## src/include/lsu_cfg.svh

```systemverilog
`ifndef LSU_CFG_SVH
`define LSU_CFG_SVH

// Commit id, top bit is the wrap bit
`define LSU_CMT_ID_W 4

// One-hot group slot within a commit
`define LSU_GRP_W 2

// Byte address and data word
`define LSU_ADDR_W 12
`define LSU_DATA_W 32

// Replay queue depths
`define LSU_LDQ_DEPTH 4
`define LSU_STQ_DEPTH 4

`endif
```

## src/hdl/lsu_pkg.sv

```systemverilog
`include "lsu_cfg.svh"

package lsu_pkg;

   typedef logic [`LSU_CMT_ID_W-1:0] cmt_id_t;
   typedef logic [`LSU_GRP_W-1:0]    grp_id_t;
   typedef logic [`LSU_ADDR_W-1:0]   addr_t;
   typedef logic [`LSU_DATA_W-1:0]   data_t;

   // Destination register tag of a load
   typedef logic [4:0] rd_t;

   // Access size
   typedef enum logic [1:0] {
      SZ_BYTE = 2'd0,
      SZ_HALF = 2'd1,
      SZ_WORD = 2'd2
   } size_t;

   // Load view of the payload word, rd in the low bits
   typedef struct packed {
      logic [23:0] pad;
      logic        is_unsigned;
      size_t       size;
      rd_t         rd;
   } ld_view_t;

   // One payload word, decoded by operation kind
   typedef union packed {
      ld_view_t ld;
      data_t    st_data;
   } op_payload_u;

endpackage

```

## src/hdl/lsu_top.sv

```systemverilog
`include "lsu_cfg.svh"

module lsu_top (
   input  logic                     i_clk,
   input  logic                     i_reset,

   // Load dispatch
   input  logic                     i_ld_valid,
   output logic                     o_ld_ready,
   input  lsu_pkg::cmt_id_t         i_ld_cmt_id,
   input  lsu_pkg::grp_id_t         i_ld_grp_id,
   input  lsu_pkg::addr_t           i_ld_addr,
   input  lsu_pkg::op_payload_u     i_ld_payload,

   // Store dispatch
   input  logic                     i_st_valid,
   output logic                     o_st_ready,
   input  lsu_pkg::cmt_id_t         i_st_cmt_id,
   input  lsu_pkg::grp_id_t         i_st_grp_id,
   input  lsu_pkg::addr_t           i_st_addr,
   input  lsu_pkg::size_t           i_st_size,
   input  lsu_pkg::op_payload_u     i_st_payload,

   output logic                     o_wb_cyc,
   output logic                     o_wb_stb,
   output logic                     o_wb_we,
   output lsu_pkg::addr_t           o_wb_adr,
   output lsu_pkg::data_t           o_wb_dat,
   output logic [`LSU_DATA_W/8-1:0] o_wb_sel,
   input  lsu_pkg::data_t           i_wb_dat,
   input  logic                     i_wb_ack,

   output logic                     o_done_valid,
   output lsu_pkg::cmt_id_t         o_done_cmt_id,
   output lsu_pkg::grp_id_t         o_done_grp_id,
   output logic                     o_done_is_store,
   output lsu_pkg::rd_t             o_done_rd,
   output lsu_pkg::data_t           o_done_data
);
   import lsu_pkg::*;

   logic        w_ldq_valid;
   cmt_id_t     w_ldq_cmt_id;
   grp_id_t     w_ldq_grp_id;
   addr_t       w_ldq_addr;
   size_t       w_ldq_size;
   op_payload_u w_ldq_payload;
   logic        w_ldq_pop;

   logic        w_stq_valid;
   cmt_id_t     w_stq_cmt_id;
   grp_id_t     w_stq_grp_id;
   addr_t       w_stq_addr;
   size_t       w_stq_size;
   op_payload_u w_stq_payload;
   logic        w_stq_pop;

   // ====================
   // Replay queues
   // ====================

   // Load size rides in the payload's load view
   lsu_replay_queue #(.DEPTH(`LSU_LDQ_DEPTH)) u_ldq (
      .i_clk          (i_clk),
      .i_reset        (i_reset),
      .i_disp_valid   (i_ld_valid),
      .o_disp_ready   (o_ld_ready),
      .i_disp_cmt_id  (i_ld_cmt_id),
      .i_disp_grp_id  (i_ld_grp_id),
      .i_disp_addr    (i_ld_addr),
      .i_disp_size    (i_ld_payload.ld.size),
      .i_disp_payload (i_ld_payload),
      .o_head_valid   (w_ldq_valid),
      .o_head_cmt_id  (w_ldq_cmt_id),
      .o_head_grp_id  (w_ldq_grp_id),
      .o_head_addr    (w_ldq_addr),
      .o_head_size    (w_ldq_size),
      .o_head_payload (w_ldq_payload),
      .i_pop          (w_ldq_pop)
   );

   lsu_replay_queue #(.DEPTH(`LSU_STQ_DEPTH)) u_stq (
      .i_clk          (i_clk),
      .i_reset        (i_reset),
      .i_disp_valid   (i_st_valid),
      .o_disp_ready   (o_st_ready),
      .i_disp_cmt_id  (i_st_cmt_id),
      .i_disp_grp_id  (i_st_grp_id),
      .i_disp_addr    (i_st_addr),
      .i_disp_size    (i_st_size),
      .i_disp_payload (i_st_payload),
      .o_head_valid   (w_stq_valid),
      .o_head_cmt_id  (w_stq_cmt_id),
      .o_head_grp_id  (w_stq_grp_id),
      .o_head_addr    (w_stq_addr),
      .o_head_size    (w_stq_size),
      .o_head_payload (w_stq_payload),
      .i_pop          (w_stq_pop)
   );

   lsu u_lsu (
      .i_clk           (i_clk),
      .i_reset         (i_reset),
      .i_ldq_valid     (w_ldq_valid),
      .i_ldq_cmt_id    (w_ldq_cmt_id),
      .i_ldq_grp_id    (w_ldq_grp_id),
      .i_ldq_addr      (w_ldq_addr),
      .i_ldq_size      (w_ldq_size),
      .i_ldq_payload   (w_ldq_payload),
      .o_ldq_pop       (w_ldq_pop),
      .i_stq_valid     (w_stq_valid),
      .i_stq_cmt_id    (w_stq_cmt_id),
      .i_stq_grp_id    (w_stq_grp_id),
      .i_stq_addr      (w_stq_addr),
      .i_stq_size      (w_stq_size),
      .i_stq_payload   (w_stq_payload),
      .o_stq_pop       (w_stq_pop),
      .o_wb_cyc        (o_wb_cyc),
      .o_wb_stb        (o_wb_stb),
      .o_wb_we         (o_wb_we),
      .o_wb_adr        (o_wb_adr),
      .o_wb_dat        (o_wb_dat),
      .o_wb_sel        (o_wb_sel),
      .i_wb_dat        (i_wb_dat),
      .i_wb_ack        (i_wb_ack),
      .o_done_valid    (o_done_valid),
      .o_done_cmt_id   (o_done_cmt_id),
      .o_done_grp_id   (o_done_grp_id),
      .o_done_is_store (o_done_is_store),
      .o_done_rd       (o_done_rd),
      .o_done_data     (o_done_data)
   );

endmodule

```

## src/hdl/lsu.sv

```systemverilog
`include "lsu_cfg.svh"

module lsu (
   input  logic                     i_clk,
   input  logic                     i_reset,

   // Load queue head
   input  logic                     i_ldq_valid,
   input  lsu_pkg::cmt_id_t         i_ldq_cmt_id,
   input  lsu_pkg::grp_id_t         i_ldq_grp_id,
   input  lsu_pkg::addr_t           i_ldq_addr,
   input  lsu_pkg::size_t           i_ldq_size,
   input  lsu_pkg::op_payload_u     i_ldq_payload,
   output logic                     o_ldq_pop,

   // Store queue head
   input  logic                     i_stq_valid,
   input  lsu_pkg::cmt_id_t         i_stq_cmt_id,
   input  lsu_pkg::grp_id_t         i_stq_grp_id,
   input  lsu_pkg::addr_t           i_stq_addr,
   input  lsu_pkg::size_t           i_stq_size,
   input  lsu_pkg::op_payload_u     i_stq_payload,
   output logic                     o_stq_pop,

   output logic                     o_wb_cyc,
   output logic                     o_wb_stb,
   output logic                     o_wb_we,
   output lsu_pkg::addr_t           o_wb_adr,
   output lsu_pkg::data_t           o_wb_dat,
   output logic [`LSU_DATA_W/8-1:0] o_wb_sel,
   input  lsu_pkg::data_t           i_wb_dat,
   input  logic                     i_wb_ack,

   output logic                     o_done_valid,
   output lsu_pkg::cmt_id_t         o_done_cmt_id,
   output lsu_pkg::grp_id_t         o_done_grp_id,
   output logic                     o_done_is_store,
   output lsu_pkg::rd_t             o_done_rd,
   output lsu_pkg::data_t           o_done_data
);
   import lsu_pkg::*;

   logic        w_ld_is_older_than_st;
   logic        w_ld_selected;
   logic        w_ex0_ready;
   cmt_id_t     w_ex0_cmt_id;
   grp_id_t     w_ex0_grp_id;
   addr_t       w_ex0_addr;
   size_t       w_ex0_size;
   op_payload_u w_ex0_payload;

   lsu_age_check u_pipe_age (
      .i_cmt_id0        (i_ldq_cmt_id),
      .i_grp_id0        (i_ldq_grp_id),
      .i_cmt_id1        (i_stq_cmt_id),
      .i_grp_id1        (i_stq_grp_id),
      .o_0_older_than_1 (w_ld_is_older_than_st)
   );

   // Load wins when alone or older
   assign w_ld_selected = i_ldq_valid & (~i_stq_valid | w_ld_is_older_than_st);

   assign w_ex0_cmt_id  = w_ld_selected ? i_ldq_cmt_id  : i_stq_cmt_id;
   assign w_ex0_grp_id  = w_ld_selected ? i_ldq_grp_id  : i_stq_grp_id;
   assign w_ex0_addr    = w_ld_selected ? i_ldq_addr    : i_stq_addr;
   assign w_ex0_size    = w_ld_selected ? i_ldq_size    : i_stq_size;
   assign w_ex0_payload = w_ld_selected ? i_ldq_payload : i_stq_payload;

   // Only the winner leaves its queue, and only on accept
   assign o_ldq_pop = w_ld_selected & w_ex0_ready;
   assign o_stq_pop = i_stq_valid & ~w_ld_selected & w_ex0_ready;

   // ====================
   // Memory pipe
   // ====================
   lsu_pipe u_lsu_pipe (
      .i_clk           (i_clk),
      .i_reset         (i_reset),
      .i_ex0_valid     (i_ldq_valid | i_stq_valid),
      .o_ex0_ready     (w_ex0_ready),
      .i_ex0_is_store  (~w_ld_selected),
      .i_ex0_cmt_id    (w_ex0_cmt_id),
      .i_ex0_grp_id    (w_ex0_grp_id),
      .i_ex0_addr      (w_ex0_addr),
      .i_ex0_size      (w_ex0_size),
      .i_ex0_payload   (w_ex0_payload),
      .o_wb_cyc        (o_wb_cyc),
      .o_wb_stb        (o_wb_stb),
      .o_wb_we         (o_wb_we),
      .o_wb_adr        (o_wb_adr),
      .o_wb_dat        (o_wb_dat),
      .o_wb_sel        (o_wb_sel),
      .i_wb_dat        (i_wb_dat),
      .i_wb_ack        (i_wb_ack),
      .o_done_valid    (o_done_valid),
      .o_done_cmt_id   (o_done_cmt_id),
      .o_done_grp_id   (o_done_grp_id),
      .o_done_is_store (o_done_is_store),
      .o_done_rd       (o_done_rd),
      .o_done_data     (o_done_data)
   );

endmodule

```

## src/hdl/lsu_pipe.sv

```systemverilog
`include "lsu_cfg.svh"

module lsu_pipe (
   input  logic                     i_clk,
   input  logic                     i_reset,

   input  logic                     i_ex0_valid,
   output logic                     o_ex0_ready,
   input  logic                     i_ex0_is_store,
   input  lsu_pkg::cmt_id_t         i_ex0_cmt_id,
   input  lsu_pkg::grp_id_t         i_ex0_grp_id,
   input  lsu_pkg::addr_t           i_ex0_addr,
   input  lsu_pkg::size_t           i_ex0_size,
   input  lsu_pkg::op_payload_u     i_ex0_payload,

   output logic                     o_wb_cyc,
   output logic                     o_wb_stb,
   output logic                     o_wb_we,
   output lsu_pkg::addr_t           o_wb_adr,
   output lsu_pkg::data_t           o_wb_dat,
   output logic [`LSU_DATA_W/8-1:0] o_wb_sel,
   input  lsu_pkg::data_t           i_wb_dat,
   input  logic                     i_wb_ack,

   output logic                     o_done_valid,
   output lsu_pkg::cmt_id_t         o_done_cmt_id,
   output lsu_pkg::grp_id_t         o_done_grp_id,
   output logic                     o_done_is_store,
   output lsu_pkg::rd_t             o_done_rd,
   output lsu_pkg::data_t           o_done_data
);
   import lsu_pkg::*;

   localparam int SEL_W  = `LSU_DATA_W / 8;
   localparam int LANE_W = $clog2(SEL_W);

   localparam logic [1:0] ST_IDLE = 2'd0;
   localparam logic [1:0] ST_BUS  = 2'd1;
   localparam logic [1:0] ST_DONE = 2'd2;

   logic [1:0]       r_state;
   logic             r_is_store;
   cmt_id_t          r_cmt_id;
   grp_id_t          r_grp_id;
   addr_t            r_addr;
   size_t            r_size;
   op_payload_u      r_payload;
   data_t            r_rdata;

   logic             w_accept;
   logic             w_cyc;
   logic [LANE_W-1:0] w_lane;
   logic [SEL_W-1:0] w_sel;
   logic             w_ext;
   data_t            w_ld_shift;
   data_t            w_ld_data;

   assign o_ex0_ready = r_state == ST_IDLE;
   assign w_accept    = i_ex0_valid & o_ex0_ready;
   assign w_cyc       = r_state == ST_BUS;

   // ====================
   // State machine
   // ====================
   always_ff @(posedge i_clk) begin
      if (i_reset) begin
         r_state <= ST_IDLE;
      end else begin
         case (r_state)
            ST_IDLE: if (i_ex0_valid) r_state <= ST_BUS;
            ST_BUS:  if (i_wb_ack) r_state <= ST_DONE;
            default: r_state <= ST_IDLE;
         endcase
      end
   end

   // Operation held steady for the whole bus cycle
   always_ff @(posedge i_clk) begin
      if (w_accept) begin
         r_is_store <= i_ex0_is_store;
         r_cmt_id   <= i_ex0_cmt_id;
         r_grp_id   <= i_ex0_grp_id;
         r_addr     <= i_ex0_addr;
         r_size     <= i_ex0_size;
         r_payload  <= i_ex0_payload;
      end
      if (w_cyc && i_wb_ack) begin
         r_rdata <= i_wb_dat;
      end
   end

   // ====================
   // Byte lanes
   // ====================
   assign w_lane = r_addr[LANE_W-1:0];

   always_comb begin
      case (r_size)
         SZ_BYTE: w_sel = SEL_W'(1) << w_lane;
         SZ_HALF: w_sel = SEL_W'(3) << {w_lane[LANE_W-1], 1'b0};
         default: w_sel = '1;
      endcase
   end

   assign o_wb_cyc = w_cyc;
   assign o_wb_stb = w_cyc;
   assign o_wb_we  = w_cyc & r_is_store;
   assign o_wb_adr = {r_addr[`LSU_ADDR_W-1:LANE_W], {LANE_W{1'b0}}};
   assign o_wb_sel = w_sel;
   assign o_wb_dat = r_payload.st_data << {w_lane, 3'b000};

   // Load return, shifted down then extended
   assign w_ld_shift = r_rdata >> {w_lane, 3'b000};
   assign w_ext      = ~r_payload.ld.is_unsigned;

   always_comb begin
      case (r_size)
         SZ_BYTE: w_ld_data = {{(`LSU_DATA_W-8){w_ext & w_ld_shift[7]}}, w_ld_shift[7:0]};
         SZ_HALF: w_ld_data = {{(`LSU_DATA_W-16){w_ext & w_ld_shift[15]}}, w_ld_shift[15:0]};
         default: w_ld_data = w_ld_shift;
      endcase
   end

   assign o_done_valid    = r_state == ST_DONE;
   assign o_done_cmt_id   = r_cmt_id;
   assign o_done_grp_id   = r_grp_id;
   assign o_done_is_store = r_is_store;
   assign o_done_rd       = r_is_store ? '0 : r_payload.ld.rd;
   assign o_done_data     = r_is_store ? '0 : w_ld_data;

endmodule

```

## src/hdl/lsu_replay_queue.sv

```systemverilog
module lsu_replay_queue #(
   parameter int DEPTH = 4
) (
   input  logic                 i_clk,
   input  logic                 i_reset,

   input  logic                 i_disp_valid,
   output logic                 o_disp_ready,
   input  lsu_pkg::cmt_id_t     i_disp_cmt_id,
   input  lsu_pkg::grp_id_t     i_disp_grp_id,
   input  lsu_pkg::addr_t       i_disp_addr,
   input  lsu_pkg::size_t       i_disp_size,
   input  lsu_pkg::op_payload_u i_disp_payload,

   output logic                 o_head_valid,
   output lsu_pkg::cmt_id_t     o_head_cmt_id,
   output lsu_pkg::grp_id_t     o_head_grp_id,
   output lsu_pkg::addr_t       o_head_addr,
   output lsu_pkg::size_t       o_head_size,
   output lsu_pkg::op_payload_u o_head_payload,
   input  logic                 i_pop
);
   import lsu_pkg::*;

   localparam int PTR_W = (DEPTH > 1) ? $clog2(DEPTH) : 1;
   localparam int CNT_W = $clog2(DEPTH + 1);

   // Entry storage
   cmt_id_t     r_cmt_id  [DEPTH];
   grp_id_t     r_grp_id  [DEPTH];
   addr_t       r_addr    [DEPTH];
   size_t       r_size    [DEPTH];
   op_payload_u r_payload [DEPTH];

   logic [PTR_W-1:0] r_wr_ptr;
   logic [PTR_W-1:0] r_rd_ptr;
   logic [CNT_W-1:0] r_count;
   logic             w_push;
   logic             w_pop;

   function automatic logic [PTR_W-1:0] next_ptr(input logic [PTR_W-1:0] ptr);
      next_ptr = (ptr == PTR_W'(DEPTH - 1)) ? '0 : ptr + 1'b1;
   endfunction

   assign o_disp_ready = r_count != CNT_W'(DEPTH);
   assign o_head_valid = r_count != '0;

   assign w_push = i_disp_valid & o_disp_ready;
   assign w_pop  = i_pop & o_head_valid;

   // ====================
   // Pointers and count
   // ====================
   always_ff @(posedge i_clk) begin
      if (i_reset) begin
         r_wr_ptr <= '0;
         r_rd_ptr <= '0;
         r_count  <= '0;
      end else begin
         if (w_push) begin
            r_wr_ptr <= next_ptr(r_wr_ptr);
         end
         if (w_pop) begin
            r_rd_ptr <= next_ptr(r_rd_ptr);
         end
         case ({w_push, w_pop})
            2'b10:   r_count <= r_count + 1'b1;
            2'b01:   r_count <= r_count - 1'b1;
            default: r_count <= r_count;
         endcase
      end
   end

   always_ff @(posedge i_clk) begin
      if (w_push) begin
         r_cmt_id[r_wr_ptr]  <= i_disp_cmt_id;
         r_grp_id[r_wr_ptr]  <= i_disp_grp_id;
         r_addr[r_wr_ptr]    <= i_disp_addr;
         r_size[r_wr_ptr]    <= i_disp_size;
         r_payload[r_wr_ptr] <= i_disp_payload;
      end
   end

   // Oldest entry waits at the head until popped
   assign o_head_cmt_id  = r_cmt_id[r_rd_ptr];
   assign o_head_grp_id  = r_grp_id[r_rd_ptr];
   assign o_head_addr    = r_addr[r_rd_ptr];
   assign o_head_size    = r_size[r_rd_ptr];
   assign o_head_payload = r_payload[r_rd_ptr];

endmodule

```

## src/hdl/lsu_age_check.sv

```systemverilog
module lsu_age_check (
   input  lsu_pkg::cmt_id_t i_cmt_id0,
   input  lsu_pkg::grp_id_t i_grp_id0,
   input  lsu_pkg::cmt_id_t i_cmt_id1,
   input  lsu_pkg::grp_id_t i_grp_id1,
   output logic             o_0_older_than_1
);
   import lsu_pkg::*;

   // Top bit of the commit id is the wrap bit
   localparam int IDX_W = $bits(cmt_id_t) - 1;

   logic w_wrap_same;
   logic w_id_older;
   logic w_id_equal;

   assign w_wrap_same = i_cmt_id0[IDX_W] == i_cmt_id1[IDX_W];

   // Index order flips once one side has wrapped
   assign w_id_older = w_wrap_same ?
                       (i_cmt_id0[IDX_W-1:0] < i_cmt_id1[IDX_W-1:0]) :
                       (i_cmt_id0[IDX_W-1:0] > i_cmt_id1[IDX_W-1:0]);

   assign w_id_equal = i_cmt_id0 == i_cmt_id1;

   // Same commit, lower one-hot slot goes first
   assign o_0_older_than_1 = w_id_older | (w_id_equal & (i_grp_id0 < i_grp_id1));

endmodule

```

## config.mk

```make
export PLATFORM = sky130hd
export DESIGN_NAME = lsu_top
export DESIGN_NICKNAME = d
export VERILOG_FILES = /design/src/hdl/lsu_pkg.sv /design/src/hdl/lsu_top.sv /design/src/hdl/lsu.sv /design/src/hdl/lsu_pipe.sv /design/src/hdl/lsu_replay_queue.sv /design/src/hdl/lsu_age_check.sv
export VERILOG_INCLUDE_DIRS = /design/src /design/src/include
export SDC_FILE = /design/constraint.sdc
export NUM_CORES = 1
export LEC_CHECK = 0
export BUFFER_PORTS_ARGS = -buffer_cell sky130_fd_sc_hd__buf_2
export CAP_MARGIN = 30
export CORE_MARGIN = 1.5
export CORE_UTILIZATION = 40
export DETAILED_ROUTE_END_ITERATION = 8
export GPL_TIMING_DRIVEN = 0
export HOLD_SLACK_MARGIN = 0.06
export PLACE_DENSITY = 0.67
export SYNTH_ARGS = -nofsm -noshare
export SYNTH_HDL_FRONTEND = slang
export SYNTH_SLANG_ARGS = --single-unit
```

## constraint.sdc

```tcl
create_clock -name i_clk -period 5.5 [get_ports i_clk]
set_input_delay 0.275 -clock i_clk [delete_from_list [all_inputs] [get_ports i_clk]]
set_output_delay 0.275 -clock i_clk [all_outputs]
set_load 0.05 [all_outputs]
```

### Word-level counts from Yosys, hierarchy flattened

Memory sizes are Yosys's and may differ from the RTL's. A register that Yosys moved wholly into a read port is not among the register bits.
Index checks and enable logic that the tools add are counted.
W data, S select, Z words.

| operators by class | value |
|---|---|
| reductions and logical operators | 8 |
| bitwise gates (word level) | 19 |
| equal/unequal tests | 17 |
| multiplexer cells | 43 |
| shifts and indexed selects | 4 |
| $lt $le $gt $ge | 3 |
| $add $sub $neg | 8 |

Operators by type and width:

| kind | count |
|---|---|
| $mux W32 | 2 |
| $pmux W32 S2 | 1 |
| $mux W2 | 28 |
| $shl A32 B5 Y32 | 1 |
| $shr A32 B5 Y32 | 1 |
| $eq A2 B2 Y1 const B | 7 |
| $and A1 B1 Y1 | 13 |
| $mux W12 | 1 |
| $pmux W3 S2 | 2 |
| $add A2 B1 Y2 const B | 4 |
| $eq A2 B1 Y1 const B | 4 |
| $pmux W4 S2 | 1 |
| $add A3 B1 Y3 const B | 2 |
| $ne A3 B3 Y1 const B | 2 |
| $reduce_bool A3 Y1 | 2 |
| $sub A3 B1 Y3 const B | 2 |
| $mux W1 | 5 |
| $mux W5 | 1 |
| $eq A4 B4 Y1 | 1 |
| $logic_not A2 Y1 | 2 |
| $mux W4 | 1 |
| $ne A2 B2 Y1 const B | 2 |
| $pmux W2 S2 | 1 |
| $reduce_bool A2 Y1 | 2 |
| 10 further kinds | 14 |

| storage, ports and cells | value |
|---|---|
| bits in registers | 101 |
| input bits | 139 |
| memories | 10 |
| memory bits (writable) | 416 |
| output and inout port bits | 98 |

Memories:

| memory | depth | bits a word | read ports | clocked after Yosys merged registers in | wr ports | line | RTL |
|---|---|---|---|---|---|---|---|
| u_ldq.r_payload | 4 | 32 | 1 | 1 | 1 | lsu_replay_queue.sv:33 | `op_payload_u r_payload [DEPTH];` |
| u_stq.r_payload | 4 | 32 | 1 | 1 | 1 | lsu_replay_queue.sv:33 |  |
| u_ldq.r_addr | 4 | 12 | 1 | 1 | 1 | lsu_replay_queue.sv:31 | `addr_t r_addr [DEPTH];` |
| u_stq.r_addr | 4 | 12 | 1 | 1 | 1 | lsu_replay_queue.sv:31 |  |
| u_ldq.r_cmt_id | 4 | 4 | 1 | 1 | 1 | lsu_replay_queue.sv:29 | `cmt_id_t r_cmt_id [DEPTH];` |
| u_stq.r_cmt_id | 4 | 4 | 1 | 1 | 1 | lsu_replay_queue.sv:29 |  |
| +4 memories | n/a | n/a | n/a | n/a | n/a | n/a |  |

### Depth between registers and ports, before layout

| logic depth | value |
|---|---|
| word-level depth | 11 |
| gate-level depth with buffers | 16 |

### By module

A second synthesis with hierarchy kept.

| unflattened totals | value |
|---|---|
| cell total of the unflattened synthesis | 1036 |
| area total of the unflattened synthesis | 20863.8 um2 |

Modules (own cells, without submodules):

| module | seq. area each (um2) | times used | cells each | area each (um2) |
|---|---|---|---|---|
| lsu_replay_queue | 6426.2 | 2 | 324 | 7982.7 |
| lsu_pipe | 2592.5 | 1 | 308 | 4081.4 |
| lsu | 0.0 | 1 | 63 | 675.6 |
| lsu_age_check | 0.0 | 1 | 17 | 141.4 |

### Least setup slack after synthesis

OpenSTA, ideal clock, no wires.

| path | value |
|---|---|
| path kind | reg2reg |
| start | register with a tool-made name |
| end | register u_ldq.r_count[2] |
| arrival | 3956 ps |
| stages on the path, launching flop included | 16 |
| setup time | 71 ps |
| slack | 1473 ps |
| buffers on the path | 2 |
| period minus slack after synthesis | 4027 ps |
| path through | dfxtp_1 clkbuf_1 buf_1 mux4_2 ha_1 nor2b_1 o21a_1 o21ai_1 o22a_1 o211a_1 ha_1 inv_1 fa_1 xor2_1 or3_1 a21oi_1 |

RTL lines:

| what | line | RTL |
|---|---|---|
| to (signal assigned) | lsu_replay_queue.sv:67 | `2'b10: r_count <= r_count + 1'b1;` |
| to (signal assigned) | lsu_replay_queue.sv:68 | `2'b01: r_count <= r_count - 1'b1;` |
| to (signal assigned) | lsu_replay_queue.sv:69 | `default: r_count <= r_count;` |
| to (decl) | lsu_replay_queue.sv:37 | `logic [CNT_W-1:0] r_count;` |

==> flow_summary.yaml <==
floorplan:
  pin_count: 237
  start_util_pct: 40.7
  die_area_mm2: 0.0525
  row_count: 82
  die_x_um: 229
  fp.coreArea_mm2: 0.0503
  dieHeight_um: 229
placement:
  hpwlAfterDp_um: 34500
  place_area_mm2: 0.0228
  routabilityCongestion: 0.926
  dp_slack_ns: 0.621
  portBuffers: 233
detailed_routing:
  drt_first_pass_iters: 5
  routed-via-count: 11400
  drt_wl_total_um: 51600
  wire_per_inst_um: 23.3
  viasPerCell: 5.16
  first_iter_violations: 726
  drc_errors: 0
  ant_nets: 0
yosys:
  synth_flop_cell: "edfxtp_1"
  ys_seq_elements: 513
  synth_simple_gate_area_share_pct: 3.21
  synth_top_area_cell: "edfxtp_1"
  synth_area_mm2: 0.0204
  synth_cells: 1051
  syn_area_per_cell_um2: 19.4
  synth.area.top_cells: "edfxtp_1 72%, mux4_2 11%, mux2_1 2.6%"
  synth.top_cells.by_count: "493 x edfxtp_1, 100 x mux4_2, 48 x mux2_1"
  synth_fa_ha_area_share_pct: 1.18
  synthMuxAreaShare_pct: 16.0
  synth_top_family_by_area: "multiplexers"
  synthArstFlopShare_pct: 0
  synth_edf_count: 493
  yosysSeqAreaShare_pct: 74.4
  synth_xor_area_share_pct: 0.214
  synth_compound_area_share_pct: 3.09
  synth_top_area_share_pct: 72.4
  synth_cell_types: 39
  yosysMostFrequentCell: "edfxtp_1"
  yosysWarnings: 0
cts:
  cts_tree: "built"
  cts_made_buffers: 54
  h-tree-depth: 2
  cts_max_path_buffers: 3
  cts.clk_slew.worst_paths_ns: 0.06
  cts_resized: 0
  cts.sinks: 513
  cts-root-buf: "clkbuf_16"
  clk_latency_ns: 0.60
global_route:
  grt_util_all_layers_pct: 19.7
  grt-ovfl-total: 0
  antenna_found_initial: 5
  grt_max_degree: 43
  first_global_vias: 12100
  grt_pass1_wl_um: 76100
pwr:
  vdd_ir_drop_max_mv: 0.276
  internal-power_w: 0.00929
  p_seq_share_pct: 35.8
  switching_share_pct: 39.2
  power_w: 0.0153
  leakage_nw: 9.03
  p_sw_w: 0.00599
  pwr-share-clk_pct: 22.9
  combPwrFrac_pct: 41.4
  powerDensity_mw_per_mm2: 591
timing:
  hold_viol: 0
  finalSetupTns_ns: 0
  hold_ws_ns: 0.155
  period_minus_slack_ns: 4.80
  fin_worst_skew_ns: 0.0236
  max-slew-margin-rel_pct: 33.3
  timing.final.ws_setup_ns: 0.695
  fmax_mhz: 208
  rsz0062_at_grt: "false"
  setup_viol: 0
  slew_violations: 0
  final.period_utilization_pct: 87.4
  worst_pin_slew_ns: 1.00
critical_path:
  cp-start-kind: "flip-flop"
  r2r_end: "u_ldq.r_count[2]$_SDFFE_PP0P_"
  critPathArrivalTime_ns: 5.33
  crit_required_ns: 6.03
  crit_type: "reg2reg"
  reg2reg_depth: 16
  reg2reg_setup_slack_ns: 0.70
  end_kind: "flip-flop"
  critPathMaxFanout: 10
layout:
  multiInputGateArea_mm2: 0.00488
  fillers: 4153
  drive_gt1_share_pct: 29.9
  syn_to_final_growth_pct: 26.6
  nets: 1647
  finalInstanceArea_mm2: 0.0259
  seqCellArea_mm2: 0.0152
worst_hold_path:
  holdPathEnd: "u_stq.r_wr_ptr[0]$_SDFFE_PP0P_"
  hp-class: "in2reg"
  holdCritStartpoint: "i_st_valid"
  hold-path-cell-count: 4
run_status:
  status: "complete, no violations"
job:
  maxCapViolCount: 0
[power by group through the flow]
| stage | Clock, W | Sequential [W] | Combinational, W |
|---|---|---|---|
| final | 0.00349 | 0.00546 | 0.00632 |
| after global routing | 0.00373 | 0.00551 | 0.00671 |
| after CTS | 0.00358 | 0.00546 | 0.00640 |
| after detailed placement | 0 | 0.00554 | 0.00628 |
| after global placement | 0 | 0.00558 | 0.00609 |
| after floorplan | 0 | 0.00553 | 0.00424 |
[registers in the layout (all words and copies together), names as in the netlist, 3 cells and up, named ones only]
register / cells
u_ldq.r_addr: 48
u_ldq.r_cmt_id: 16
u_ldq.r_count: 3
u_ldq.r_grp_id: 8
u_ldq.r_payload: 128
u_lsu.u_lsu_pipe.o_done_cmt_id: 4
u_lsu.u_lsu_pipe.r_addr: 12
u_lsu.u_lsu_pipe.r_payload: 32
u_lsu.u_lsu_pipe.r_rdata: 32
u_stq.r_addr: 48
u_stq.r_cmt_id: 16
u_stq.r_count: 3
u_stq.r_grp_id: 8
u_stq.r_payload: 128
u_stq.r_size: 8
[cells by family after synthesis]
logic type               Yosys count
AND/OR/NAND/NOR                  132
other                              1
adder cells (fa/ha/maj)           18
XOR/XNOR                           5
multiplexers                     194
AO/OA/AOI/OAI                    100
flip-flops                       513
buffers and inverters             88
[metrics by stage]
stage / std cells / utilization, %
3_3_place_gp: 1957 / 44.7
4_1_cts: 2204 / 51.4
6_report: 2208 / 51.5
5_1_grt: 2208 / 51.5
2_1_floorplan: 1052 / -
3_5_place_dp: 1968 / 45.3
[cell type report]
class,count,share of cell area (%)
flip-flops and latches,513,58.8
multi-input cells,451,18.9
repair buffers,382,10.9
clock buffers,66,5.48
well taps,672,3.25
plain buffers,68,1.25
clock inverters,34,1.13
inverters,20,0.290
diodes,2,0.0193
[worst max-delay path: stages, from the launching register on]
cell and delay, ns:
dfxtp_1 0.30, clkbuf_1 0.50, buf_1 0.76, mux4_2 0.61
inv_1 0.08, ha_1 0.23, nor2b_1 0.13, o21a_1 0.19
o21ai_1 0.17, o22a_1 0.26, o211a_1 0.24, ha_1 0.22
inv_1 0.07, fa_1 0.38, xor2_1 0.15, or3_1 0.30
a21oi_1 0.14
[cell usage in the layout (no fill, tap or decap), drive strengths merged, types with 3 or more instances in the layout]
master,netlist,routed
or3,4,4
bufinv,0,4
nand3,3,3
dlygate4sd3,0,136
mux2i,40,40
inv,20,21
mux2,54,54
clkinv,0,28
nand2b,4,4
nor3,4,4
xor2,4,4
nor2,32,32
ha,16,16
o21a,10,10
nor2b,29,29
edfxtp,493,493
o21ai,21,21
mux4,100,100
buf,28,274
o21bai,5,5
dfxtp,20,20
a21oi,36,36
nand2,34,34
clkbuf,40,106
and2,10,10
a211oi,23,23
and3,8,8
[how the worst max path moves through the flow]
stage | startpoint | to | slack, ns
after floorplan | flip-flop | u_ldq.r_count[2]$_SDFFE_PP0P_ | 1.47
after global placement | flip-flop | u_ldq.r_count[2]$_SDFFE_PP0P_ | 0.64
after detailed placement | flip-flop | u_ldq.r_count[2]$_SDFFE_PP0P_ | 0.62
after CTS | flip-flop | u_ldq.r_count[2]$_SDFFE_PP0P_ | 0.61
after global routing | flip-flop | u_ldq.r_count[2]$_SDFFE_PP0P_ | 0.28
final | flip-flop | u_ldq.r_count[2]$_SDFFE_PP0P_ | 0.70
[what timing repair did]
action / 4_1_cts / 5_1_grt
hold endpoints to repair: 443 / 0
hold buffers: 136 / 0
setup buffers: 0 / 0
[routing by layer]
layer | global-route usage [%] | part of all wire (%) | routed length, um
met5 | 0 | 0.023 | 12
met4 | 5.80 | 2.3 | 1190
met3 | 3.57 | 5.5 | 2840
met2 | 33.4 | 50 | 25600
met1 | 26.1 | 42 | 21900
Note: power is estimated with default switching activity, not from simulation.
